<file path="config.mk">
export PLATFORM = sky130hd
export DESIGN_NAME = regfile
export DESIGN_NICKNAME = d
export VERILOG_FILES = /design/src/design/core_pkg.sv /design/src/design/regfile.sv
export VERILOG_INCLUDE_DIRS = /design/src /design/src/design
export SDC_FILE = /design/constraint.sdc
export NUM_CORES = 2
export LEC_CHECK = 0
export BUFFER_PORTS_ARGS = -buffer_cell sky130_fd_sc_hd__buf_2
export CORE_UTILIZATION = 30
export CTS_CLUSTER_DIAMETER = 60
export DETAILED_ROUTE_END_ITERATION = 10
export GPL_TIMING_DRIVEN = 1
export PLACE_DENSITY = 0.54
export SKIP_LAST_GASP = 1
export SLEW_MARGIN = 20
export SYNTH_ARGS = -nofsm -noshare
export SYNTH_HDL_FRONTEND = slang
export SYNTH_SLANG_ARGS = --single-unit
</file>
<file path="constraint.sdc">
create_clock -name clock -period 5 [get_ports clock]
set_clock_uncertainty 0.1 [all_clocks]
set_input_delay 0.25 -clock clock [delete_from_list [all_inputs] [get_ports clock]]
set_output_delay 0.25 -clock clock [all_outputs]
set_load 0.05 [all_outputs]
</file>
<file path="src/design/core_config.svh">
// core configuration: widths, reset pc, kept opcodes and trap encoding
`ifndef CORE_CONFIG_SVH
`define CORE_CONFIG_SVH

// datapath and instruction widths
`define CORE_XLEN 64
`define CORE_ILEN 32

// architectural register count
`define CORE_NREGS 32

// first fetch address after reset
`define CORE_PC_START 64'h8000_0000

// kept major opcodes
`define CORE_OPC_OP     7'h33
`define CORE_OPC_OP_IMM 7'h13
`define CORE_OPC_LUI    7'h37

// halt instruction and the register that carries its code
`define CORE_TRAP_OPCODE 7'h6b
`define CORE_TRAP_REG    10

`endif

</file>
<file path="src/design/core_pkg.sv">
// core package: shared vector types, enums and the structs passed between stages
`include "core_config.svh"

package core_pkg;

  typedef logic [`CORE_XLEN-1:0] xlen_t;
  typedef logic [`CORE_ILEN-1:0] inst_t;
  typedef logic [$clog2(`CORE_NREGS)-1:0] reg_addr_t;
  typedef logic [7:0] trap_code_t;

  typedef enum logic [3:0] {
    ALU_ADD,
    ALU_SUB,
    ALU_SLL,
    ALU_SLT,
    ALU_SLTU,
    ALU_XOR,
    ALU_SRL,
    ALU_SRA,
    ALU_OR,
    ALU_AND,
    ALU_PASS_B
  } alu_op_e;

  typedef enum logic {
    run_st,
    halt_st
  } run_state_e;

  // instruction paired with the pc it was fetched from
  typedef struct packed {
    logic  valid;
    xlen_t pc;
    inst_t inst;
  } fetch_pkt_t;

  // decoded item with resolved operands
  typedef struct packed {
    logic      valid;
    xlen_t     pc;
    inst_t     inst;
    alu_op_e   op;
    xlen_t     opa;
    xlen_t     opb;
    reg_addr_t rd;
    logic      wen;
  } exec_pkt_t;

  typedef struct packed {
    logic      valid;
    xlen_t     pc;
    inst_t     inst;
    logic      wen;
    reg_addr_t wdest;
    xlen_t     wdata;
  } commit_t;

endpackage

</file>
<file path="src/design/regfile.sv">
// register file: 32 x 64 bits, two read ports, commit write port, x0 tied to zero
`timescale 1ns/10ps
`include "core_config.svh"

module regfile (
  input  logic                 clock,
  input  logic                 reset,
  input  core_pkg::reg_addr_t  rs1_addr_i,
  input  core_pkg::reg_addr_t  rs2_addr_i,
  output core_pkg::xlen_t      rs1_data_o,
  output core_pkg::xlen_t      rs2_data_o,
  input  core_pkg::commit_t    commit_i,
  output core_pkg::trap_code_t x10_byte_o
);

  core_pkg::xlen_t regs [`CORE_NREGS];

  // entry 0 is never written so it reads as zero
  always_ff @(posedge clock) begin
    if (reset) begin
      for (int i = 0; i < `CORE_NREGS; i++) begin
        regs[i] <= '0;
      end
    end else if (commit_i.valid && commit_i.wen && commit_i.wdest != '0) begin
      regs[commit_i.wdest] <= commit_i.wdata;
    end
  end

  assign rs1_data_o = regs[rs1_addr_i];
  assign rs2_data_o = regs[rs2_addr_i];

  // trap code source
  assign x10_byte_o = regs[`CORE_TRAP_REG][7:0];

endmodule

</file>
==> key figures <==
Yosys
  • Most frequent cell after synthesis: edfxtp_1
  • Netlist area before placement: 0.107 mm²
  • Area share of the largest cell type after synthesis: 57.7%
  • Flip-flop and latch count after synthesis: 2048
  • Synth top cells by count: 2048 x edfxtp_1, 1989 x and2_1, 858 x mux4_2, 476 x clkbuf_1, 348 x mux2i_1
  • Share of the synthesized area in compound gates (AO/OA/AOI/OAI): 3.83%
  • Count of distinct cell types in the synthesized netlist: 49
  • Share of cell area taken by muxes after synthesis: 21.4%
  • Mean Syn Cell Area: 15.3 µm²
  • Synth area leader: edfxtp_1
  • Sequential element share of the synthesized area: 57.7%
  • Most used flip-flop cell after synthesis: edfxtp_1
  • Number of enable-type register cells in the synthesized netlist: 2048
  • Warnings from Yosys: 0
  • Main combinational cell family by area after synthesis: multiplexers
  • XOR/XNOR share of the synthesized area: 0%
  • Post-synthesis adder-cell area fraction: 0%
  • Simple logic cell fraction of the synthesized area: 13.5%
  • Post-synthesis async set-or-reset flop share: 0%
  • Instance count of the mapped netlist: 6975
  • Ranking of synthesized cells by area: edfxtp_1 58%, mux4_2 18%, and2_1 12%, mux2i_1 3.3%, o22ai_1 1.8%

Worst setup path
  • Required time of the critical path: 4.65 ns
  • Kind of end point of the critical path: output port
  • Critical path launch point type: input pin
  • Largest fanout on the critical path: 27
  • Critical path class: input pin to output port
  • Critical path data arrival time: 3.62 ns

Layout
  • Max FFs per register: 2048
  • Largest reg by FF count: regs
  • Summed area of non-filler cells in the final layout: 0.123 mm²
  • Syn-to-layout area delta: 15.0%
  • Fraction of final layout cells sized beyond drive strength 1: 25.0%
  • Leading registers by flop count: regs x2048
  • Final Net Count: 7282

Hold path
  • Worst Min Path Start: reset
  • Worst hold path endpoint: regs[0][1]
  • Worst hold path cell count: 2
  • Min-Delay Path Class: input pin to flop

Routing
  • Via/cell ratio: 6.08
  • Post-Route WL: 481000 µm
  • Number of nets still failing antenna checks after routing: 0
  • Wirelength per Cell: 39.7 µm
  • Initial drt markers: 14000
  • Number of search-and-repair iterations in the first detailed-routing pass: 8
  • Remaining routing DRC violations: 0
  • Overall via count from detail_route: 73700

STA
  • Minimum clock period after layout: 3.97 ns
  • Post-route fraction of the period consumed by the critical path: 79.3%
  • Fin. Hold Viols: 0
  • RSZ-0062 raised after global routing: no
  • Fmax: 252 MHz
  • Rel. slew slack: 12.0%
  • Transition time at the pin with the least slew margin: 1.32 ns
  • TNS Setup: 0 ns
  • Final Slew Violations: 0
  • Count of endpoints failing setup in the final report: 0

Power and ir drop
  • Total power density per cell area: 351 mW/mm²
  • Total leakage power: 0.0416 µW
  • Worst-case vdd ir drop: 0.000264 V

CTS
  • TritonCTS clock tree: built
  • Maximum count of clock buffers along a single path: 4
  • H-tree depth reported by CTS: 4
  • Post-CTS Setup Inserts: 0
  • Root cell of the clock tree: clkbuf_16
  • Num Clock Sinks: 2048
  • Clock-pin slew reported for the worst setup and hold paths after clock tree synthesis: 0.06 ns
  • Number of instances resized during post-cts repair: 0
  • Number of hold buffers added after CTS: 65
  • Num CTS Buffers: 235

Place
  • Placed Area: 0.114 mm²
  • Count of input and output buffers: 218
  • RD Place Congestion: 0.871
  • Post-DP HPWL: 271000 µm

Die
  • Effective utilization at floorplan: 30.2%
  • Die Y: 598 µm
  • Die area: 0.358 mm²
  • Die X: 598 µm
  • Number of ports placed on the die boundary: 315
  • FP Rows: 218
  • Core Box Area: 0.353 mm²

Flow run
  • Max-capacitance violation count: 0

GRT
  • Via count of the first global-routing pass: 71500
  • Antenna violations before repair: 101
  • First-pass GRT wire length: 638000 µm
  • Overall global routing resource usage: 26.3%
  • Overflow left after global routing: 0
  • Maximum number of pins on one net before global-route repair: 81

Outcome
  • Result of the run: finished clean
-- metal layers --
metal / track usage [%] / share of wire [%] / vias to the layer above
met5: 0.0668 / 0.053 / -
met4: 15.5 / 6.4 / 36
met3: 7.34 / 13 / 1447
met2: 40.1 / 45 / 6568
met1: 33.4 / 36 / 38300
li1: - / - / 27400
-- metrics by stage --
step / worst slack [ns] / power (µW) / cells / utilization [%] / hold slack, ns
final: 1.03 / 43000 / 12100 / 34.7 / 0.207
after CTS: 1.00 / 43000 / 12000 / 34.7 / 0.182
after floorplan: 1.89 / 23800 / 7038 / - / 0.348
after global placement: 0.989 / 26200 / 11500 / 32.4 / 0.578
after detailed placement: 1.00 / 26300 / 11500 / 32.4 / 0.581
after global routing: 1.01 / 43900 / 12000 / 34.7 / 0.228
-- placed cells by master (no fill, tap or decap), types with 5 or more instances in the layout --
cell type         n
buf_12          102
edfxtp_1       2048
a211oi_1         15
mux2i_1         348
o22ai_1         303
dlygate4sd3_1    65
a21oi_1          13
clkbuf_16       237
clkinv_2         32
conb_1           64
o22a_1           12
a31oi_1           7
mux4_2          858
clkinvlp_4        7
diode_2          99
o221ai_1         12
clkbuf_1         58
and3_1            5
nor3_1           15
buf_2           208
buf_8             5
nand2_4           5
a22oi_1         227
nand3_1          58
clkinv_1         54
and2_1         1988
buf_4           232
inv_6             8
nor2b_2           5
bufinv_16        17
nor2_4           34
nand2_1          23
nand4_1          48
or2_4            31
nor4_1           64
nor2b_1           5
-- worst max-delay path: stages --
cell	delay, ns
buf_4	0.45
nand2b_4	0.75
buf_12	0.31
buf_4	0.35
o22ai_1	0.15
nor4_1	0.79
buf_4	0.25
buf_2	0.26
-- final cells by class --
type                       count  area [µm²]
fill                       33600      230000
sequential                  2048       61500
multi-input combinational   4204       42100
clock buffer                 295        6150
tap                         4730        5920
timing repair buffer         613        5560
clock inverter               127        1100
antenna                       99         248
inverter                       1        3.75
-- worst max path at each step --
stage	startpoint	depth (start not counted)	end	slack, ns
4_1_cts	rs1_addr_i[2]	8	rs1_data_o[46]	1.00
3_3_place_gp	rs1_addr_i[2]	8	rs1_data_o[46]	0.99
5_1_grt	rs1_addr_i[0]	7	rs1_data_o[41]	1.01
3_5_place_dp	rs1_addr_i[2]	8	rs1_data_o[46]	1.00
2_1_floorplan	rs2_addr_i[1]	7	rs2_data_o[23]	1.89
6_report	rs1_addr_i[2]	8	rs1_data_o[35]	1.03
-- logic make-up (layout without fill, tap and decap cells) --
kind of cell / count (synthesis) / count (layout)
AND/OR/NAND/NOR: 2339 / 2339
AO/OA/AOI/OAI: 595 / 595
buffers and inverters: 786 / 1036
multiplexers: 1206 / 1206
flip-flops: 2048 / 2048
other: 1 / 163
-- power breakdown --
| group | switching [µW] | internal [µW] |
|---|---|---|
| clock | 7390 | 9540 |
| combinational | 3820 | 1990 |
| sequential | 495 | 19800 |
| total | 11700 | 31300 |
(Power assumes the default switching activity.)
