`config.mk`:
```
export PLATFORM = sky130hd
export DESIGN_NAME = run_ctrl
export DESIGN_NICKNAME = d
export VERILOG_FILES = /design/src/design/core_pkg.sv /design/src/design/run_ctrl.sv
export VERILOG_INCLUDE_DIRS = /design/src /design/src/design
export SDC_FILE = /design/constraint.sdc
export NUM_CORES = 1
export LEC_CHECK = 0
export BUFFER_PORTS_ARGS = -buffer_cell sky130_fd_sc_hd__buf_2
export CORE_AREA = 2 2 72 74
export CTS_CLUSTER_SIZE = 8
export DETAILED_ROUTE_END_ITERATION = 6
export DIE_AREA = 0 0 74 76
export GPL_TIMING_DRIVEN = 0
export PLACE_DENSITY = 0.6
export SYNTH_ARGS = -nofsm -noshare
export SYNTH_HDL_FRONTEND = slang
export SYNTH_SLANG_ARGS = --single-unit
```
`constraint.sdc`:
```
create_clock -name clock -period 1 [get_ports clock]
set_clock_uncertainty 0.05 [all_clocks]
set_input_delay 0.05 -clock clock [delete_from_list [all_inputs] [get_ports clock]]
set_output_delay 0.05 -clock clock [all_outputs]
set_load 0.005 [all_outputs]
```
`src/design/core_config.svh`:
```
// core configuration: widths, reset pc, kept opcodes and trap encoding
`ifndef CORE_CONFIG_SVH
`define CORE_CONFIG_SVH

// datapath and instruction widths
`define CORE_XLEN 64
`define CORE_ILEN 32

// architectural register count
`define CORE_NREGS 32

// first fetch address after reset
`define CORE_PC_START 64'h8000_0000

// kept major opcodes
`define CORE_OPC_OP     7'h33
`define CORE_OPC_OP_IMM 7'h13
`define CORE_OPC_LUI    7'h37

// halt instruction and the register that carries its code
`define CORE_TRAP_OPCODE 7'h6b
`define CORE_TRAP_REG    10

`endif

```
`src/design/core_pkg.sv`:
```
// core package: shared vector types, enums and the structs passed between stages
`include "core_config.svh"

package core_pkg;

  typedef logic [`CORE_XLEN-1:0] xlen_t;
  typedef logic [`CORE_ILEN-1:0] inst_t;
  typedef logic [$clog2(`CORE_NREGS)-1:0] reg_addr_t;
  typedef logic [7:0] trap_code_t;

  typedef enum logic [3:0] {
    ALU_ADD,
    ALU_SUB,
    ALU_SLL,
    ALU_SLT,
    ALU_SLTU,
    ALU_XOR,
    ALU_SRL,
    ALU_SRA,
    ALU_OR,
    ALU_AND,
    ALU_PASS_B
  } alu_op_e;

  typedef enum logic {
    run_st,
    halt_st
  } run_state_e;

  // instruction paired with the pc it was fetched from
  typedef struct packed {
    logic  valid;
    xlen_t pc;
    inst_t inst;
  } fetch_pkt_t;

  // decoded item with resolved operands
  typedef struct packed {
    logic      valid;
    xlen_t     pc;
    inst_t     inst;
    alu_op_e   op;
    xlen_t     opa;
    xlen_t     opb;
    reg_addr_t rd;
    logic      wen;
  } exec_pkt_t;

  typedef struct packed {
    logic      valid;
    xlen_t     pc;
    inst_t     inst;
    logic      wen;
    reg_addr_t wdest;
    xlen_t     wdata;
  } commit_t;

endpackage

```
`src/design/run_ctrl.sv`:
```
// run/halt controller: stops the core on a committed trap and keeps its code
`timescale 1ns/10ps
`include "core_config.svh"

module run_ctrl (
  input  logic                 clock,
  input  logic                 reset,
  input  core_pkg::commit_t    commit_i,
  input  core_pkg::trap_code_t trap_code_src_i,
  output logic                 run_o,
  output logic                 trap_o,
  output core_pkg::trap_code_t trap_code_o
);

  core_pkg::run_state_e state_q;
  core_pkg::run_state_e state_d;
  core_pkg::trap_code_t trap_code_q;
  logic                 trap_hit;

  assign trap_hit = commit_i.valid && (commit_i.inst[6:0] == `CORE_TRAP_OPCODE);

  always_comb begin
    state_d = state_q;
    unique case (state_q)
      core_pkg::run_st:  if (trap_hit) state_d = core_pkg::halt_st;
      default:           state_d = core_pkg::halt_st;
    endcase
  end

  always_ff @(posedge clock) begin
    if (reset) begin
      state_q     <= core_pkg::run_st;
      trap_code_q <= '0;
    end else begin
      state_q <= state_d;
      // x10 still holds its value at the trap commit
      if (state_q == core_pkg::run_st && trap_hit) begin
        trap_code_q <= trap_code_src_i;
      end
    end
  end

  assign run_o       = (state_q == core_pkg::run_st);
  assign trap_o      = (state_q == core_pkg::halt_st);
  assign trap_code_o = trap_code_q;

endmodule

```
==> flow_metrics.env <==
export IMPL_final_util_pct=14.90
export IMPL_violations="negative setup slack"
export IMPL_synth_top_family_by_area="compound AO/OA/AOI/OAI gates"
export IMPL_yosys_area_top_type="dfxtp_1"
export IMPL_grt_overflow=0
export IMPL_path_delay_family="compound AO/OA/AOI/OAI gates"
export IMPL_cts_tree="built"
export IMPL_combPwrFrac_pct=8.0
export IMPL_drc_errors=0
export IMPL_die_h_um=76
export IMPL_synth_edf_count=0
export IMPL_crit_chain="buf_2 > o31ai_1 > a21oi_1"
export IMPL_start_util_pct=8.609
export IMPL_syn_num_nets=222
export IMPL_seqPwrFrac_pct=42.9
export IMPL_yosys_area_share_simple_pct=23.37
export IMPL_cts_sinks=9
export IMPL_reg2reg_to="trap_code_o[6]$_SDFFE_PP0P_"
export IMPL_switching_share_pct=20.15
export IMPL_crit_buf_inv=1
export IMPL_synthToLayoutAreaGrowth_pct=73.08
export IMPL_synthMuxAreaShare_pct=0
export IMPL_async_reset_ff_share_pct=0
export IMPL_rsz0062_at_grt="true"
export IMPL_place_gp_congestion=0.6607
export IMPL_avgRoutedWirePerCell_um=9.884
export IMPL_endpoint_kind="register"
export IMPL_crit_type="register to register"
export IMPL_synth_ff_latch_count=9
export IMPL_grt_pass1_vias=500
export IMPL_grt_usage_pct=5.553
export IMPL_drive_gt1_share_pct=51.95
export IMPL_cp_depth=3
export IMPL_cts_root_buf="clkbuf_8"
export IMPL_path_max_fanout=5
export IMPL_reg2reg_from="trap_o$_SDFF_PP0_"
export IMPL_cts_path_max_buffers=2
export IMPL_synthesis_area_sq_um=422.9
export IMPL_drt_first_iter_violations=19
export IMPL_powerDensity_nw_per_um2=1150
export IMPL_slowest_delay_ps=330
export IMPL_insertion_delay_ps=230
export IMPL_antenna_found_initial=0
export IMPL_irDropWorstVdd_mv=0.4370
export IMPL_vias=485
export IMPL_ys_flop_type="dfxtp_1"
export IMPL_io_pins=187
export IMPL_yosysWarnings=0
export IMPL_synthDistinctLibCells=14
export IMPL_worst_slew_pin_slew_ps=413.1
export IMPL_ant_nets=0
export IMPL_hp_class="input port to register"
export IMPL_cp_arrival_ps=1060
export IMPL_p_leak_nw=0.2882
export IMPL_syn_inst=45
export IMPL_synth_area_top_cells="dfxtp_1 (43%), o31ai_1 (14%), nand4_1 (12%), a21oi_1 (11%), buf_4 (3.6%)"
export IMPL_die_area_sq_um=5624
export IMPL_netlist_area_leader_share_pct=42.60
export IMPL_reg2reg_slack_ps=-9
export IMPL_drv_cap=0
export IMPL_avgSynthCellArea_sq_um=9.398
export IMPL_vias_per_cell=3.299
export IMPL_synthAdderAreaFrac_pct=0
export IMPL_die_w_um=74
export IMPL_crit_start="trap_o$_SDFF_PP0_"
export IMPL_diodes=0
export IMPL_synth_compound_area_share_pct=24.85
export IMPL_numCtsBuffers=3
export IMPL_clkSlewWorstSetupHoldPaths_ps=40
export IMPL_fmax_mhz=990.8
export IMPL_setup_viol_count_final=3
export IMPL_io_buffers=26
export IMPL_reg2reg_depth=3
export IMPL_nets=255
export IMPL_htree_levels=1
export IMPL_required_ps=1050
export IMPL_slew_viol_final=0
export IMPL_p_sw_uw=169.6
export IMPL_clockPowerShare_pct=49.0
export IMPL_firstDrtPassIters=4
export IMPL_slew_headroom_pct=72.46
export IMPL_routed_wl_um=1453
export IMPL_cp_start_kind="register"
export IMPL_synthTopCellsByCount="a21oi_1 (9), dfxtp_1 (9), nand4_1 (8), o31ai_1 (8), buf_4 (2)"
export IMPL_finalSetupTns_ps=-15.17
export IMPL_hold_viol=0
export IMPL_critical_path_slowest_cell="dfxtp_2"
export IMPL_rows=26
export IMPL_fillers=562
export IMPL_p_int_uw=672.2
export IMPL_ys_seq_area_share_pct=42.60
export IMPL_core_area_sq_um=4912
export IMPL_fin_crit_sh_pct=100.9
export IMPL_fin_crit_ps=1009
export IMPL_grt_pass1_wl_um=2442
export IMPL_status="finished with violations"
export IMPL_endpoint="trap_code_o[6]$_SDFFE_PP0P_"
export IMPL_grt_max_degree=10
export IMPL_fin_ws_ps=-9.292
export IMPL_synthXorXnorAreaFrac_pct=0
export IMPL_pre_cts_ws_ps=-9.629
[kinds of logic after synthesis]
group	after synthesis
compound gates	17
flops	9
simple gates	13
buf+inv	6
[cell usage in the layout, fill, tap and decap left out, types with 2 or more instances in the layout]
master	instances
o31ai_2	2
buf_4	2
buf_6	3
buf_2	27
nand4_1	8
a21oi_1	9
clkbuf_8	3
dfxtp_1	8
o31ai_1	6
[layer usage]
layer	share of wire [%]	track usage, %	vias up
li1	-	-	244
met1	47	7.425	219
met2	47	8.571	22
met3	5.8	0.7937	0
met4	0	2.727	0
met5	0	0	-
[registers in the layout (all words and copies together) (netlist names)]
signal	count
trap_code_o	8
trap_o	1
[power by group through the flow]
| stage | combinational (mW) | sequential, mW | clock, mW |
|---|---|---|---|
| after floorplan | 0.0234 | 0.368 | 0 |
| after global placement | 0.0663 | 0.368 | 0 |
| after detailed placement | 0.0657 | 0.368 | 0 |
| after CTS | 0.0674 | 0.361 | 0.430 |
| after global routing | 0.0748 | 0.361 | 0.456 |
| final | 0.0675 | 0.362 | 0.413 |
[layout make-up]
type | instances | area [sq um] | area share (%)
flip-flops and latches | 9 | 181.4 | 24.79
plain buffers | 5 | 38.79 | 5.299
well taps | 70 | 87.58 | 11.97
repair buffers | 28 | 148.9 | 20.34
inverters | 1 | 16.27 | 2.222
clock buffers | 4 | 45.04 | 6.154
multi-input cells | 30 | 214.0 | 29.23
[worst min-delay path by stage]
| stage | cells past startpoint | start | to |
|---|---|---|---|
| 4_1_cts | 3 | trap_code_src_i[6] | trap_code_o[6]$_SDFFE_PP0P_ |
| 2_1_floorplan | 2 | trap_code_src_i[0] | trap_code_o[0]$_SDFFE_PP0P_ |
| 5_1_grt | 3 | trap_code_src_i[6] | trap_code_o[6]$_SDFFE_PP0P_ |
| 6_report | 3 | trap_code_src_i[1] | trap_code_o[1]$_SDFFE_PP0P_ |
| 3_3_place_gp | 3 | trap_code_src_i[1] | trap_code_o[1]$_SDFFE_PP0P_ |
| 3_5_place_dp | 3 | trap_code_src_i[1] | trap_code_o[1]$_SDFFE_PP0P_ |
[through the flow]
stage	total power, mW	instance area (sq um)	cells	hold slack [ps]
2_1_floorplan	0.3913	424.2	45	150.0
3_3_place_gp	0.4342	641.9	141	264.9
3_5_place_dp	0.4335	641.9	141	266.8
4_1_cts	0.8583	721.9	147	24.01
5_1_grt	0.8916	732.0	147	27.76
6_report	0.8418	732.0	147	30.67
[worst min-delay path: cells and delay by family]
family	cells	cell delay [ps]
buffers and inverters	1	90
and+or+nand+nor	1	60
AOI/OAI and AO/OA	1	50
[repair_timing]
action | in CTS | in global routing
pin swaps | 0 | 0
gates resized for setup | 5 | 2
hold buffers | 0 | 0
buffers inserted | 1 | 0
cloned | 1 | 0
endpoints found under the setup margin | 9 | 8
(Power assumes the default switching activity.)
