<file path="config.mk">
export PLATFORM = sky130hd
export DESIGN_NAME = decode_stage
export DESIGN_NICKNAME = d
export VERILOG_FILES = /design/src/design/core_pkg.sv /design/src/design/decode_stage.sv
export VERILOG_INCLUDE_DIRS = /design/src /design/src/design
export SDC_FILE = /design/constraint.sdc
export NUM_CORES = 1
export LEC_CHECK = 0
export BUFFER_PORTS_ARGS = -buffer_cell sky130_fd_sc_hd__buf_2
export CAP_MARGIN = 30
export CORE_AREA = 2 2 370 372
export CTS_CLUSTER_DIAMETER = 200
export DETAILED_ROUTE_END_ITERATION = 7
export DIE_AREA = 0 0 372 374
export PLACE_DENSITY = 0.3
export SLEW_MARGIN = 20
export SYNTH_ARGS = -nofsm -noshare
export SYNTH_HDL_FRONTEND = slang
export SYNTH_SLANG_ARGS = --single-unit
</file>
<file path="constraint.sdc">
create_clock -name clock -period 8.95 [get_ports clock]
set_input_delay 2.685 -clock clock [delete_from_list [all_inputs] [get_ports clock]]
set_output_delay 2.685 -clock clock [all_outputs]
set_load 0.1 [all_outputs]
</file>
<file path="src/design/core_config.svh">
// core configuration: widths, reset pc, kept opcodes and trap encoding
`ifndef CORE_CONFIG_SVH
`define CORE_CONFIG_SVH

// datapath and instruction widths
`define CORE_XLEN 64
`define CORE_ILEN 32

// architectural register count
`define CORE_NREGS 32

// first fetch address after reset
`define CORE_PC_START 64'h8000_0000

// kept major opcodes
`define CORE_OPC_OP     7'h33
`define CORE_OPC_OP_IMM 7'h13
`define CORE_OPC_LUI    7'h37

// halt instruction and the register that carries its code
`define CORE_TRAP_OPCODE 7'h6b
`define CORE_TRAP_REG    10

`endif

</file>
<file path="src/design/core_pkg.sv">
// core package: shared vector types, enums and the structs passed between stages
`include "core_config.svh"

package core_pkg;

  typedef logic [`CORE_XLEN-1:0] xlen_t;
  typedef logic [`CORE_ILEN-1:0] inst_t;
  typedef logic [$clog2(`CORE_NREGS)-1:0] reg_addr_t;
  typedef logic [7:0] trap_code_t;

  typedef enum logic [3:0] {
    ALU_ADD,
    ALU_SUB,
    ALU_SLL,
    ALU_SLT,
    ALU_SLTU,
    ALU_XOR,
    ALU_SRL,
    ALU_SRA,
    ALU_OR,
    ALU_AND,
    ALU_PASS_B
  } alu_op_e;

  typedef enum logic {
    run_st,
    halt_st
  } run_state_e;

  // instruction paired with the pc it was fetched from
  typedef struct packed {
    logic  valid;
    xlen_t pc;
    inst_t inst;
  } fetch_pkt_t;

  // decoded item with resolved operands
  typedef struct packed {
    logic      valid;
    xlen_t     pc;
    inst_t     inst;
    alu_op_e   op;
    xlen_t     opa;
    xlen_t     opb;
    reg_addr_t rd;
    logic      wen;
  } exec_pkt_t;

  typedef struct packed {
    logic      valid;
    xlen_t     pc;
    inst_t     inst;
    logic      wen;
    reg_addr_t wdest;
    xlen_t     wdata;
  } commit_t;

endpackage

</file>
<file path="src/design/decode_stage.sv">
// decode stage splitting fields, building immediates, selecting the alu op and forwarding operands
`timescale 1ns/10ps
`include "core_config.svh"

module decode_stage (
  input  logic                  clock,
  input  logic                  reset,
  input  core_pkg::fetch_pkt_t  fetch_i,
  output core_pkg::reg_addr_t   rs1_addr_o,
  output core_pkg::reg_addr_t   rs2_addr_o,
  input  core_pkg::xlen_t       rs1_data_i,
  input  core_pkg::xlen_t       rs2_data_i,
  input  core_pkg::xlen_t       ex_fwd_data_i,
  input  core_pkg::exec_pkt_t   ex_item_i,
  input  core_pkg::commit_t     commit_i,
  output core_pkg::exec_pkt_t   exec_o
);

  logic [6:0]          opcode;
  logic [2:0]          funct3;
  core_pkg::reg_addr_t rd;
  core_pkg::xlen_t     imm_i;
  core_pkg::xlen_t     imm_u;
  core_pkg::xlen_t     rs1_val;
  core_pkg::xlen_t     rs2_val;
  logic                op_known;
  core_pkg::exec_pkt_t exec_d;
  core_pkg::exec_pkt_t exec_q;

  // execute result first, then the commit stage, then the register file
  function automatic core_pkg::xlen_t fwd_operand(input core_pkg::reg_addr_t addr,
                                                  input core_pkg::xlen_t rf_data);
    core_pkg::xlen_t value;
    value = rf_data;
    if (addr != '0) begin
      if (ex_item_i.valid && ex_item_i.wen && ex_item_i.rd == addr) begin
        value = ex_fwd_data_i;
      end else if (commit_i.valid && commit_i.wen && commit_i.wdest == addr) begin
        value = commit_i.wdata;
      end
    end
    return value;
  endfunction

  // funct3 map shared by OP and OP-IMM
  // alt is inst[30]
  function automatic core_pkg::alu_op_e funct_to_op(input logic [2:0] f3, input logic alt,
                                                    input logic is_reg);
    core_pkg::alu_op_e op;
    unique case (f3)
      3'b000:  op = (is_reg && alt) ? core_pkg::ALU_SUB : core_pkg::ALU_ADD;
      3'b001:  op = core_pkg::ALU_SLL;
      3'b010:  op = core_pkg::ALU_SLT;
      3'b011:  op = core_pkg::ALU_SLTU;
      3'b100:  op = core_pkg::ALU_XOR;
      3'b101:  op = alt ? core_pkg::ALU_SRA : core_pkg::ALU_SRL;
      3'b110:  op = core_pkg::ALU_OR;
      default: op = core_pkg::ALU_AND;
    endcase
    return op;
  endfunction

  assign opcode     = fetch_i.inst[6:0];
  assign rd         = fetch_i.inst[11:7];
  assign funct3     = fetch_i.inst[14:12];
  assign rs1_addr_o = fetch_i.inst[19:15];
  assign rs2_addr_o = fetch_i.inst[24:20];

  assign imm_i = {{(`CORE_XLEN-12){fetch_i.inst[31]}}, fetch_i.inst[31:20]};
  assign imm_u = {{(`CORE_XLEN-32){fetch_i.inst[31]}}, fetch_i.inst[31:12], 12'b0};

  always_comb begin
    rs1_val = fwd_operand(rs1_addr_o, rs1_data_i);
    rs2_val = fwd_operand(rs2_addr_o, rs2_data_i);
  end

  always_comb begin
    exec_d.valid = fetch_i.valid;
    exec_d.pc    = fetch_i.pc;
    exec_d.inst  = fetch_i.inst;
    exec_d.rd    = rd;
    exec_d.opa   = rs1_val;
    exec_d.opb   = imm_i;
    exec_d.op    = core_pkg::ALU_ADD;
    op_known     = 1'b1;
    case (opcode)
      `CORE_OPC_OP_IMM: begin
        exec_d.op = funct_to_op(funct3, fetch_i.inst[30], 1'b0);
      end
      `CORE_OPC_OP: begin
        exec_d.op  = funct_to_op(funct3, fetch_i.inst[30], 1'b1);
        exec_d.opb = rs2_val;
      end
      `CORE_OPC_LUI: begin
        exec_d.op  = core_pkg::ALU_PASS_B;
        exec_d.opb = imm_u;
      end
      default: begin
        op_known = 1'b0;
      end
    endcase
    // x0 destination never writes
    exec_d.wen = op_known && (rd != '0);
  end

  always_ff @(posedge clock) begin
    if (reset) begin
      exec_q.valid <= 1'b0;
    end else begin
      exec_q <= exec_d;
    end
  end

  assign exec_o = exec_q;

endmodule

</file>
==> flow_summary_export.csv <==
group,metric,value,unit
clocking,clockBufferDepth,3,
logic_synthesis,synth_top_family_by_area,"compound AO/OA/AOI/OAI gates",
routing,dr.pass1.iters,5,
routing,initialDrtViolationCount,863,
routing,post-route-drc-count,0,
routing,vias_per_cell,3.476,
hold_path,min_path_cells,1,
logic_synthesis,synthXorXnorAreaFrac,1.594,%
hold_path,hp-start,"fetch_i[43]",
placed_design,place.gp.congestion,0.7589,
layout,fillCellCount,15440,
critical_path,cp-end-kind,"output port",
routing,drt-total-wl,81.26,mm
layout,final_area,0.01775,mm²
layout,area.growth.synth_to_final,53.81,%
logic_synthesis,ys_top_cells_by_area,"edfxtp_1, o221ai_1, nand4_1",
logic_synthesis,yosys.area_share.simple,11.36,%
sta,period_share,70.98,%
critical_path,cp.depth,2,
global_route,grt-ovfl-total,0,
critical_path,critPathArrivalTime,3670,ps
critical_path,crit_chain,"buf_2, buf_2",
sta,finalSetupTns,0,ps
clocking,holdBufCountCts,0,
hold_path,hp-class,"input port to register",
logic_synthesis,synth_top_area_share,59.59,%
critical_path,critPathMostFrequentCell,"buf_2",
layout,fin_cells,3407,
critical_path,cp_num_buf_inv,2,
sta,worst_slew_pin_slew,1010,ps
hold_path,whs_endpoint,"exec_o[181]",
floorplan,rows,135,
logic_synthesis,synth_compound_area_share,20.30,%
global_route,grt_start_max_net_pins,126,
layout,fin_nets,2269,
critical_path,critPathMaxFanout,6,
placed_design,dp_cells,3317,
placed_design,hpwl,60.44,mm
floorplan,die_h,374,µm
layout,layout-drive-gt1-share,45.19,%
global_route,grt_usage,11.13,%
logic_synthesis,async_flop_share,0,%
power,ir_drop,0.1013,mV
power,pwr_density_cell,210.0,mW/mm²
sta,holdWs,2273,ps
sta,relSlewSlack,32.68,%
run,maxCapViolCount,0,
global_route,grt_pass1_wl,107.0,mm
sta,rsz0062_at_grt,"no",
logic_synthesis,synth_most_common_cell,"edfxtp_1",
clocking,clkTransAtPathRegs,60,ps
placed_design,dpl_cell_area,0.01657,mm²
sta,setup_violations,0,
layout,largest_reg_flops,230,
sta,setup_ws,2597,ps
layout,utilization,13.15,%
run_status,status,"completed",
critical_path,critPathRequiredTime,6270,ps
logic_synthesis,synth_fp_nets,1706,
power,p_leak,6.969,nW
clocking,root_buffer,"clkbuf_16",
logic_synthesis,synth_common_cells,"edfxtp_1, nand2_1, o21ai_0",
logic_synthesis,synth_top_cell_by_area,"edfxtp_1",
logic_synthesis,synthFlopType,"edfxtp_1",
floorplan,ios,938,
clocking,cts_resized,0,
floorplan,die-area,0.1391,mm²
clocking,cts_buffers,36,
logic_synthesis,ys_ff_latch,230,
critical_path,critical_path_class,"input port to output port",
sta,period_minus_slack,6353,ps
logic_synthesis,synth_mux_area_share,0.08674,%
clocking,cts.sinks,230,
logic_synthesis,syn_avg_cell_area,11.39,µm²
routing,ant_nets,0,
clocking,postCtsSetupBuffers,0,
global_route,grt_pass1_vias,12430,
critical_path,critical_path.top_delay_family,"buffers and inverters",
logic_synthesis,synth-seq-area-share,59.76,%
logic_synthesis,synthCells,1013,
logic_synthesis,synth_edf_count,229,
placed_design,portBuffers,613,
sta,finalMaxSlewViolations,0,
placed_design,preCtsSetupSlack,2618,ps
clocking,htreeDepth,2,
sta,timing.fmax,0.1574,GHz
global_route,antenna_found_initial,61,
critical_path,worstSetupStartpointType,"input port",
critical_path,max_stage_delay,530,ps
logic_synthesis,synthesis.area,0.01154,mm²
floorplan,die_w,372,µm
floorplan,coreArea,0.1350,mm²
floorplan,start_util,8.551,%
sta,final_hold_viol_count,0,
logic_synthesis,yosysUniqueCellTypes,49,
routing,wl_per_cell,23.85,µm
clocking,cts_tree,"yes",
power,p_total,3.728,mW
logic_synthesis,yosys_warnings,0,
critical_path,critPathSlowestCell,"buf_2",
routing,num_vias,11840,
logic_synthesis,yosys.area_share.adder,0,%
## power by group
| part | leakage (nW) | internal [mW] | switching [mW] | total, mW |
|---|---|---|---|---|
| logic | 4.19 | 0.165 | 0.882 | 1.05 |
| registers | 2.25 | 1.29 | 0.0270 | 1.31 |
| clock network | 0.530 | 0.778 | 0.590 | 1.37 |
| total | 6.97 | 2.23 | 1.50 | 3.73 |
## area by class of cell
class	instances	area, µm²	share of cell area [%]
Sequential cell	230	6897	38.86
Multi-Input combinational cell	600	3914	22.05
Timing Repair Buffer	641	3307	18.63
Tap cell	1781	2228	12.55
Clock buffer	44	940.9	5.301
Inverter	67	259.0	1.459
Clock inverter	20	143.9	0.8107
Antenna cell	24	60.06	0.3384
## kinds of logic after synthesis
group,count (synthesis)
AND/OR/NAND/NOR,240
multiplexers,1
flip-flops,230
AO/OA/AOI/OAI,338
buffers and inverters,183
XOR/XNOR,21
## metal layers
layer | wire length [µm] | track usage (%)
met5 | 244 | 0
met4 | 1732 | 2.952
met3 | 8573 | 3.898
met2 | 36730 | 17.74
met1 | 33980 | 14.13
## how the worst max path moves through the flow
stage / start / end / slack, ps
after floorplan: reset / exec_o[0] / 1270
after global placement: fetch_i[22] / rs2_addr_o[2] / 2620
after detailed placement: fetch_i[22] / rs2_addr_o[2] / 2620
after CTS: fetch_i[22] / rs2_addr_o[2] / 2620
after global routing: fetch_i[22] / rs2_addr_o[2] / 2620
final: fetch_i[16] / rs1_addr_o[1] / 2600
## cell usage in the layout (no fill, tap or decap), types with 7 or more instances in the layout
master / n
buf_2: 613
edfxtp_1: 229
o21ai_0: 78
nand2_1: 76
nand4_1: 68
inv_1: 66
o221ai_1: 61
a211oi_1: 52
and3_1: 42
o21ai_1: 38
clkbuf_16: 36
a21oi_1: 35
buf_4: 25
diode_2: 24
a21boi_0: 23
a221oi_1: 19
o311ai_0: 12
xnor2_1: 11
xor2_1: 10
a2111oi_2: 8
clkinv_1: 8
or3_1: 7
clkbuf_1: 7
Note: power is estimated with default switching activity, not from simulation.
