**src/design/core_config.svh**
```systemverilog
// core configuration: widths, reset pc, kept opcodes and trap encoding
`ifndef CORE_CONFIG_SVH
`define CORE_CONFIG_SVH

// datapath and instruction widths
`define CORE_XLEN 64
`define CORE_ILEN 32

// architectural register count
`define CORE_NREGS 32

// first fetch address after reset
`define CORE_PC_START 64'h8000_0000

// kept major opcodes
`define CORE_OPC_OP     7'h33
`define CORE_OPC_OP_IMM 7'h13
`define CORE_OPC_LUI    7'h37

// halt instruction and the register that carries its code
`define CORE_TRAP_OPCODE 7'h6b
`define CORE_TRAP_REG    10

`endif

```
**src/design/core_pkg.sv**
```systemverilog
// core package: shared vector types, enums and the structs passed between stages
`include "core_config.svh"

package core_pkg;

  typedef logic [`CORE_XLEN-1:0] xlen_t;
  typedef logic [`CORE_ILEN-1:0] inst_t;
  typedef logic [$clog2(`CORE_NREGS)-1:0] reg_addr_t;
  typedef logic [7:0] trap_code_t;

  typedef enum logic [3:0] {
    ALU_ADD,
    ALU_SUB,
    ALU_SLL,
    ALU_SLT,
    ALU_SLTU,
    ALU_XOR,
    ALU_SRL,
    ALU_SRA,
    ALU_OR,
    ALU_AND,
    ALU_PASS_B
  } alu_op_e;

  typedef enum logic {
    run_st,
    halt_st
  } run_state_e;

  // instruction paired with the pc it was fetched from
  typedef struct packed {
    logic  valid;
    xlen_t pc;
    inst_t inst;
  } fetch_pkt_t;

  // decoded item with resolved operands
  typedef struct packed {
    logic      valid;
    xlen_t     pc;
    inst_t     inst;
    alu_op_e   op;
    xlen_t     opa;
    xlen_t     opb;
    reg_addr_t rd;
    logic      wen;
  } exec_pkt_t;

  typedef struct packed {
    logic      valid;
    xlen_t     pc;
    inst_t     inst;
    logic      wen;
    reg_addr_t wdest;
    xlen_t     wdata;
  } commit_t;

endpackage

```
**src/design/perf_counters.sv**
```systemverilog
// performance counters: run cycles and committed instructions
`timescale 1ns/10ps
`include "core_config.svh"

module perf_counters (
  input  logic              clock,
  input  logic              reset,
  input  logic              run_i,
  input  core_pkg::commit_t commit_i,
  output core_pkg::xlen_t   cycle_cnt_o,
  output core_pkg::xlen_t   instr_cnt_o
);

  core_pkg::xlen_t cycle_q;
  core_pkg::xlen_t instr_q;

  // both freeze once the core halts
  always_ff @(posedge clock) begin
    if (reset) begin
      cycle_q <= '0;
      instr_q <= '0;
    end else if (run_i) begin
      cycle_q <= cycle_q + core_pkg::xlen_t'(1);
      if (commit_i.valid) begin
        instr_q <= instr_q + core_pkg::xlen_t'(1);
      end
    end
  end

  assign cycle_cnt_o = cycle_q;
  assign instr_cnt_o = instr_q;

endmodule

```
**config.mk**
```make
export PLATFORM = sky130hd
export DESIGN_NAME = perf_counters
export DESIGN_NICKNAME = d
export VERILOG_FILES = /design/src/design/core_pkg.sv /design/src/design/perf_counters.sv
export VERILOG_INCLUDE_DIRS = /design/src /design/src/design
export SDC_FILE = /design/constraint.sdc
export NUM_CORES = 1
export LEC_CHECK = 0
export ABC_AREA = 1
export BUFFER_PORTS_ARGS = -buffer_cell sky130_fd_sc_hd__buf_2
export CAP_MARGIN = 0
export CORE_UTILIZATION = 40
export CTS_CLUSTER_DIAMETER = 200
export DETAILED_ROUTE_END_ITERATION = 6
export PLACE_DENSITY = 0.78
export REMOVE_ABC_BUFFERS = 1
export SLEW_MARGIN = 15
export SYNTH_ARGS = -nofsm -noshare
export SYNTH_HDL_FRONTEND = slang
export SYNTH_SLANG_ARGS = --single-unit
```
**constraint.sdc**
```tcl
create_clock -name clock -period 4.7 [get_ports clock]
set_clock_uncertainty 0.05 [all_clocks]
set_input_delay 0.47 -clock clock [delete_from_list [all_inputs] [get_ports clock]]
set_output_delay 0.47 -clock clock [all_outputs]
set_load 0.02 [all_outputs]
```
==> impl_results.md, run 1 <==
- Status: complete, no violations
- Ant. Diodes: 0
- Critical Path Source Type: register
- Syn_area_per_cell: 6.13 µm²
- Worst Slack Setup Final: 2.68 ns
- Final Critical Period: 2.02 ns
- Cts repair resizes: 0
- Setup_tns: 0 ns
- Pwr dens: 301 nW/µm²
- Final period utilization: 0.431
- Hold Path Cell Cnt: 3
- WL final: 22.1 mm
- CTS tree: done
- Post-synth EDFFs: 0
- Post-Synth Simple-Gate Area: 0.454
- H-tree levels: 4
- I/O Pins: 298
- DR iter-0 viols: 630
- Routability cong.: 0.963
- Max IR drop VDD: 0.289 mV
- Vias in the first global route: 7348
- Max-cap viol count: 0
- CORE AREA: 18000 µm²
- Crit. End Element: register
- Setup violations, final: 0
- Area share of xor/xnor cells in the synthesized design: 0.0370
- Max frequency: 494 MHz
- Register area share after synthesis: 0.349
- Worst reg-to-reg path cell count: 10
- Clock transition at path regs: 0.06 ns
- Total CTS buffers: 17
- Clk root buf: clkbuf_16
- Count of different cell masters after synthesis: 34
- Initial Utilization: 0.409
- Fin area: 8900 µm²
- Fin Hold WS: 0.401 ns
- DR vias/cell: 5.12
- Rows: 49
- Post-CTS setup buffers: 0
- GR peak layer: met2
- Synth Instances: 1199
- Setup WS pre-CTS: 2.38 ns
- Post-CTS Hold Fix Bufs: 0
- Clk_lat worst skew: 0.43 ns
- DP Wirelength: 16.4 mm
- Worst EP required: 4.94 ns
- Dominant synthesized flop cell: dfxtp_1
- CP Max Fanout: 5
- Initial antenna violation count: 0
- RSZ-0062 raised after global routing: no
- Slew @ Worst Pin: 0.689 ns
- Met2 global-route usage: 0.392
- Fraction of synthesized area in multiplexers: 0
- #FFs+latches synth: 128
- Largest net degree at the start of global routing: 55
- Global Route met1 Usage: 0.296
- DRC errors left: 0
- Main combinational cell family by area after synthesis: simple AND/OR/NAND/NOR gates
- Inst Count DP: 1544
- FFs w/ async S/R, synth: 0
- Post-route antenna net violation count: 0
- Final #Nets: 1506
- Final-report hold violation count: 0
- Post-Layout Cell Count: 1576
- WP data arrival: 2.27 ns
- Port Buffers: 131
- DR WL/cell: 14.0 µm
- Die Area: 18900 µm²
- 1st-pass router iterations: 5
- Vias post-DR: 8068
- Worst slew margin: 0.541
- Commonest non-fill, non-tap cells in the layout: nand2_1, nor2_1, inv_1
- Pleak: 3.61 nW
- Share of layout cells above drive strength 1: 0.157
- Mapped Area: 7350 µm²
- Critical path type: reg -> reg
- Total power: 2.68 mW
- Die height: 138 µm
- Die X: 138 µm
- Area Growth Syn to Fin: 21.2%
- YS warnings: 0
- Clock sink count: 128
- Fin. max-slew vios: 0
- GRT Overall Usage: 0.239
- First-pass GRT wire length: 34.9 mm
- Grt ovf: 0
- Met3 usage: 0.0585
- Commonest non-fill, non-tap cell in the layout: nand2_1
- Clk buf depth: 2
- Post-Synth Adder-Cell Area: 0.00341
- Fin util: 0.496
- Dpl cell area: 8230 µm²
- Hold crit path type: in -> reg
- Post-synthesis compound-gate area fraction: 0.0705
cell usage after synthesis, types with 5 or more instances:
cell type,n,area (µm²)
nor3_1,16,80.1
nand2_1,314,1180
nor2_2,21,131
nor3b_1,5,37.5
clkbuf_1,13,48.8
a21oi_1,52,260
dfxtp_1,128,2560
nor2_4,10,113
xor2_1,19,166
nand2_2,5,31.3
nand3_1,78,390
o21ai_0,32,160
o21a_1,6,45.0
inv_1,144,541
xnor2_1,12,105
nor2_1,276,1040
nand4_1,35,219
path summary, 6_finish.rpt:
kind | from | to | slack [ns]
max | cycle_cnt_o[0] | cycle_cnt_o[54] | 2.68
min | commit_i[166] | instr_cnt_o[0] | 0.40
max reg2reg | cycle_cnt_o[0] | cycle_cnt_o[54] | 2.68
min reg2reg | instr_cnt_o[11] | instr_cnt_o[11] | 0.45
flip-flops by register name, summed over array words and instances (netlist names):
register and cells:
cycle_cnt_o 64, instr_cnt_o 64
kinds of logic (layout without fill, tap and decap cells):
group / Yosys count / in the layout
simple gates: 775 / 775
buf+inv: 165 / 313
flops: 128 / 128
compound gates: 98 / 98
xor+xnor: 31 / 31
fa+ha+maj: 2 / 2
layer usage:
layer / up-vias / wire, µm
li1: 4044 / -
met1: 3578 / 9370
met2: 397 / 10100
met3: 49 / 2040
met4: 0 / 610
met5: - / 0
cell type report:
cell class	instances	area, µm²
Inverter	148	556
Tap cell	229	287
Timing Repair Buffer	133	671
Sequential cell	128	2560
Multi-Input combinational cell	906	4150
Fill cell	1806	9060
Clock buffer	21	470
Clock inverter	11	208
critical path, cell delays in order (launching register included):
cell and delay, ns:
dfxtp_1 0.38, ha_1 0.21, inv_1 0.07, nor2_1 0.22, nand2_1 0.15, nor2_4 0.20
nand3_2 0.11, nor2_2 0.26, nand3_1 0.12, nand2_1 0.08, nor2_1 0.03
power breakdown:
part	internal, mW	switching (mW)
Clock	1.03	0.500
Combinational	0.0135	0.0445
Sequential	1.09	0.00369
Total	2.13	0.548
No activity file was read; power rests on OpenSTA's default activity.
==> inputs of run 2 (changes only) <==
clock period = 2 ns   (was 4.7 ns; I/O delays follow)
==> run 2 against run 1 <==
Worst hold slack lost 0.29 ns. Power rose by 120%. First-iteration DRC count down 18%. Die area unchanged. Final area rose by 1.6%. Critical path depth shrank 1. Core utilization grew 0.81 points. Non-clock buffer count grew 21. Flip-flop and latch count did not move. Count of clock-buffer cells in the layout rose by 2. Via count is 2.2% higher. Critical path type unchanged. Critical endpoint is now instr_cnt_o[55].
==> impl_results.md, run 2 (synthesis results as in run 1) <==
- Status: complete, no violations
- Share of layout cells above drive strength 1: 0.174
- I/O Pins: 298
- Post-Layout Cell Count: 1594
- Worst Path Buf+Inv: 0
- DR iter-0 viols: 519
- Worst Slack Setup Final: 0.120 ns
- Worst slew margin: 0.525
- Clock transition at path regs: 0.06 ns
- Post-route antenna net violation count: 0
- Max IR drop VDD: 0.601 mV
- Routability cong.: 0.975
- Vias post-DR: 8247
- CP Max Fanout: 6
- Clk root buf: clkbuf_16
- H-tree levels: 4
- Die X: 138 µm
- Fin. max-slew vios: 0
- First-pass GRT wire length: 36.2 mm
- Clock sink count: 128
- Pwr dens: 666 nW/µm²
- Crit. End Element: register
- Vias in the first global route: 7606
- WP data arrival: 2.16 ns
- WL final: 22.6 mm
- Clk_lat worst skew: 0.43 ns
- Fin area: 9050 µm²
- Fin Hold WS: 0.111 ns
- Reg2Reg Launch Point: instr_cnt_o[4]
- Hold Path Cell Cnt: 3
- Max frequency: 532 MHz
- GRT Overall Usage: 0.247
- Area Growth Syn to Fin: 23.2%
- Critical Path Source Type: register
- Slowest stage delay, CP: 0.44 ns
- Max-cap viol count: 0
- Worst path cell trace: nand2_1 -> nor2_2 -> nand2_1 -> nor2_2 -> nand3_1 -> nor2_2 -> nand3_1 -> nand2_1 -> nor2_1
- Rows: 49
- Die Area: 18900 µm²
- Final Critical Period: 1.88 ns
- DP Wirelength: 16.7 mm
- Die height: 138 µm
- Initial Utilization: 0.409
- Hold crit path type: in -> reg
- Dpl cell area: 8380 µm²
- Slew @ Worst Pin: 0.712 ns
- 1st-pass router iterations: 6
- Setup WS pre-CTS: 0.132 ns
- DR vias/cell: 5.17
- R2r endpoint: instr_cnt_o[55]
- Ant. Diodes: 0
- Inst Count DP: 1563
- Grt ovf: 0
- CORE AREA: 18000 µm²
- Crit path max-delay cell type: dfxtp_1
- Pleak: 3.71 nW
- Top Family by Delay on Critical Path: simple AND/OR/NAND/NOR gates
- Setup_tns: 0 ns
- CTS tree: done
- Critical path type: reg -> reg
- Post-CTS Hold Fix Bufs: 0
- Setup violations, final: 0
- Port Buffers: 131
- Initial antenna violation count: 0
- Commonest non-fill, non-tap cell in the layout: nand2_1
- Final period utilization: 0.940
- R2r setup slk: 0.12 ns
- DR WL/cell: 14.2 µm
- Worst hold start: commit_i[166]
- Commonest non-fill, non-tap cells in the layout: nand2_1, nor2_1, inv_1
- Fin util: 0.504
- Total power: 6.03 mW
- Largest net degree at the start of global routing: 59
- Clk buf depth: 2
- Hold EP: instr_cnt_o[0]
- Worst reg-to-reg path cell count: 9
- Worst EP required: 2.28 ns
- RSZ-0062 raised after global routing: no
- Final-report hold violation count: 0
- Final #Nets: 1527
- DRC errors left: 0
- Total CTS buffers: 17
[run 2: repair_timing]
action,CTS,global route
gates resized for setup,0,11
endpoints found under the setup margin,0,21
buffers inserted,0,2
[run 2: cell type report]
class	instances	area (µm²)
Fill cell	1803	8910
Multi-Input combinational cell	906	4180
Sequential cell	128	2570
Timing Repair Buffer	154	841
Inverter	148	556
Clock buffer	23	488
Tap cell	229	287
Clock inverter	6	130
[run 2: worst register-to-register path, delay by kind of cell (launching register included)]
kind | cells | cell delay (ns)
flip-flops | 1 | 0.44
AND/OR/NAND/NOR | 9 | 1.28
[run 2: how the worst max path moves through the flow]
stage                   startpoint         endpoint  slack [ns]  cells past startpoint
finish              instr_cnt_o[4]  instr_cnt_o[55]        0.12                      9
global route        cycle_cnt_o[0]  cycle_cnt_o[54]       0.005                     11
CTS                 instr_cnt_o[1]  instr_cnt_o[48]        0.07                     10
detailed placement  instr_cnt_o[1]  instr_cnt_o[48]        0.13                     10
global placement    cycle_cnt_o[1]  cycle_cnt_o[26]        0.18                      9
floorplan           instr_cnt_o[1]  instr_cnt_o[42]        0.20                     10
[run 2: where the power goes]
part	switching [mW]	leakage (nW)	total, mW	internal [mW]
Sequential	0.00779	1.03	2.57	2.56
Clock	1.12	0.305	3.31	2.19
Combinational	0.108	2.37	0.147	0.0386
Total	1.24	3.71	6.03	4.79
[run 2: routing by layer]
layer	GRT usage	vias to the layer above	part of all wire
li1	-	4098	-
met1	0.305	3711	0.42
met5	0	-	0
met2	0.405	377	0.45
met3	0.0548	61	0.093
met4	0.118	0	0.034
==> inputs of run 3 (changes only) <==
==> constraint.sdc (replaced) <==
create_clock -name clock -period 2 [get_ports clock]
set_clock_uncertainty 0.05 [all_clocks]
set_input_delay 0.4 -clock clock [delete_from_list [all_inputs] [get_ports clock]]
set_output_delay 0.4 -clock clock [all_outputs]
set_load 0.02 [all_outputs]
==> run 3 against run 2 <==
Count of clock-buffer cells in the layout down 1. Wire length is 0.74% higher. Die area stayed put. Worst setup slack lost 0.060 ns. Clock power is essentially flat. First-iteration DRC count is 33% higher. Cell count rose by 0.75%. Largest cell class unchanged.
==> impl_results.md, run 3 (synthesis results as in run 1) <==
- Pleak: 3.74 nW
- Worst slew margin: 0.542
- First-pass GRT wire length: 35.8 mm
- DR vias/cell: 5.22
- Crit. End Element: register
- DP Wirelength: 16.8 mm
- Setup_tns: 0 ns
- CP Max Fanout: 7
- R2r setup slk: 0.06 ns
- Worst path cell trace: nand2_1 -> nor2_2 -> nand2_1 -> nor2_2 -> nand2_1 -> nor2_4 -> nand2_1 -> nand2_1 -> nand2_1 -> nor2_1
- Worst reg-to-reg path cell count: 10
- CORE AREA: 18000 µm²
- Worst Path Buf+Inv: 0
- Clock sink count: 128
- Hold crit path type: in -> reg
- DRC errors left: 0
- Ant. Diodes: 0
- DR WL/cell: 14.2 µm
- Commonest non-fill, non-tap cells in the layout: nand2_1, nor2_1, inv_1
- Grt ovf: 0
- Area Growth Syn to Fin: 23.9%
- Filler cells: 1745
- Clock transition at path regs: 0.06 ns
- Slowest stage delay, CP: 0.47 ns
- 1st-pass router iterations: 5
- Initial antenna violation count: 0
- Fin area: 9100 µm²
- Largest net degree at the start of global routing: 55
- Max IR drop VDD: 0.630 mV
- Worst hold start: commit_i[166]
- Crit path max-delay cell type: dfxtp_1
- Setup violations, final: 0
- Clk_lat worst skew: 0.42 ns
- Area of the multi-input gates: 4170 µm²
- I/O Pins: 298
- Rows: 49
- Hold Path Cell Cnt: 3
- Final Critical Period: 1.94 ns
- Seq. cell area: 2560 µm²
- Post-route antenna net violation count: 0
- Final #Nets: 1536
- Max frequency: 516 MHz
- Port Buffers: 131
- Worst EP required: 2.31 ns
- Post-CTS Hold Fix Bufs: 0
- Die Area: 18900 µm²
- Top Family by Delay on Critical Path: simple AND/OR/NAND/NOR gates
- Clk root buf: clkbuf_16
- CTS tree: done
- GRT Overall Usage: 0.244
- Total CTS buffers: 17
- H-tree levels: 4
- Crit path top cell by count: nand2_1
- Initial Utilization: 0.409
- Slew @ Worst Pin: 0.687 ns
- Critical Path Source Type: register
- Clk buf depth: 2
- WL final: 22.7 mm
- Dpl cell area: 8430 µm²
- Vias in the first global route: 7425
- Vias post-DR: 8387
- Final-report hold violation count: 0
- Share of layout cells above drive strength 1: 0.179
- Final period utilization: 0.970
- Die height: 138 µm
- WP data arrival: 2.25 ns
- Fin. max-slew vios: 0
- Die X: 138 µm
- R2r endpoint: cycle_cnt_o[45]
- Routability cong.: 0.954
- Commonest non-fill, non-tap cell in the layout: nand2_1
- DR iter-0 viols: 692
- Critical path type: reg -> reg
- Status: complete, no violations
- Reg2Reg Launch Point: cycle_cnt_o[9]
- Pwr dens: 666 nW/µm²
- Max-cap viol count: 0
- Hold EP: instr_cnt_o[0]
[run 3: changes by cell type in the layout (fill, tap and decap cells not counted), sizes merged]
cell,previous run,this run
buf,154,163
clkbuf,23,22
clkinv,2,3
clkinvlp,0,3
[run 3: routing by layer]
| metal | global-route usage | vias to the layer above | share of wire |
|---|---|---|---|
| met5 | 0 | - | 0 |
| met4 | 0.0940 | 0 | 0.029 |
| met3 | 0.0530 | 63 | 0.094 |
| met2 | 0.416 | 423 | 0.46 |
| met1 | 0.298 | 3785 | 0.41 |
| li1 | - | 4116 | - |
[run 3: worst max-delay path by stage]
| stage | start | cells past startpoint | slack (ns) | to |
|---|---|---|---|---|
| 2_1_floorplan | instr_cnt_o[1] | 10 | 0.20 | instr_cnt_o[42] |
| 3_3_place_gp | run_i | 10 | 0.1 | instr_cnt_o[51] |
| 3_5_place_dp | run_i | 10 | 0.07 | instr_cnt_o[51] |
| 4_1_cts | cycle_cnt_o[9] | 8 | 0.08 | cycle_cnt_o[43] |
| 5_1_grt | instr_cnt_o[0] | 10 | -0.01 | instr_cnt_o[42] |
| 6_report | cycle_cnt_o[9] | 10 | 0.06 | cycle_cnt_o[45] |
[run 3: timing repair]
action                     CTS  global route
resized for setup            0             7
setup buffers                0             3
setup endpoints to repair    0            17
[run 3: worst register-to-register path: stages, from the launching register on]
cell and delay [ns]:
dfxtp_1 0.47, nand2_1 0.15, nor2_2 0.23, nand2_1 0.12
nor2_2 0.23, nand2_1 0.13, nor2_4 0.19, nand2_1 0.10
nand2_1 0.07, nand2_1 0.05, nor2_1 0.08
[run 3: metrics by stage]
step                hold slack [ns]  power, mW  instances   util  worst slack (ns)
CTS                           0.305       6.08       1603  0.504            0.0830
finish                        0.312       6.06       1606  0.507            0.0604
global placement              0.424       2.76       1571  0.469            0.0996
floorplan                     0.419       2.69       1182      -             0.203
detailed placement            0.433       2.77       1571  0.469            0.0746
global route                  0.305       6.23       1606  0.507           -0.0141
[run 3: cell type report]
class | count | share of cell area
clock buffers | 22 | 0.0521
clock inverters | 10 | 0.0173
inverters | 148 | 0.0610
multi-input cells | 906 | 0.458
flip-flops and latches | 128 | 0.282
well taps | 229 | 0.0315
repair buffers | 163 | 0.0984
[run 3: power breakdown]
| part | total [mW] | internal [mW] | switching (mW) |
|---|---|---|---|
| logic | 0.151 | 0.0423 | 0.109 |
| clock network | 3.34 | 2.18 | 1.17 |
| registers | 2.57 | 2.56 | 0.00755 |
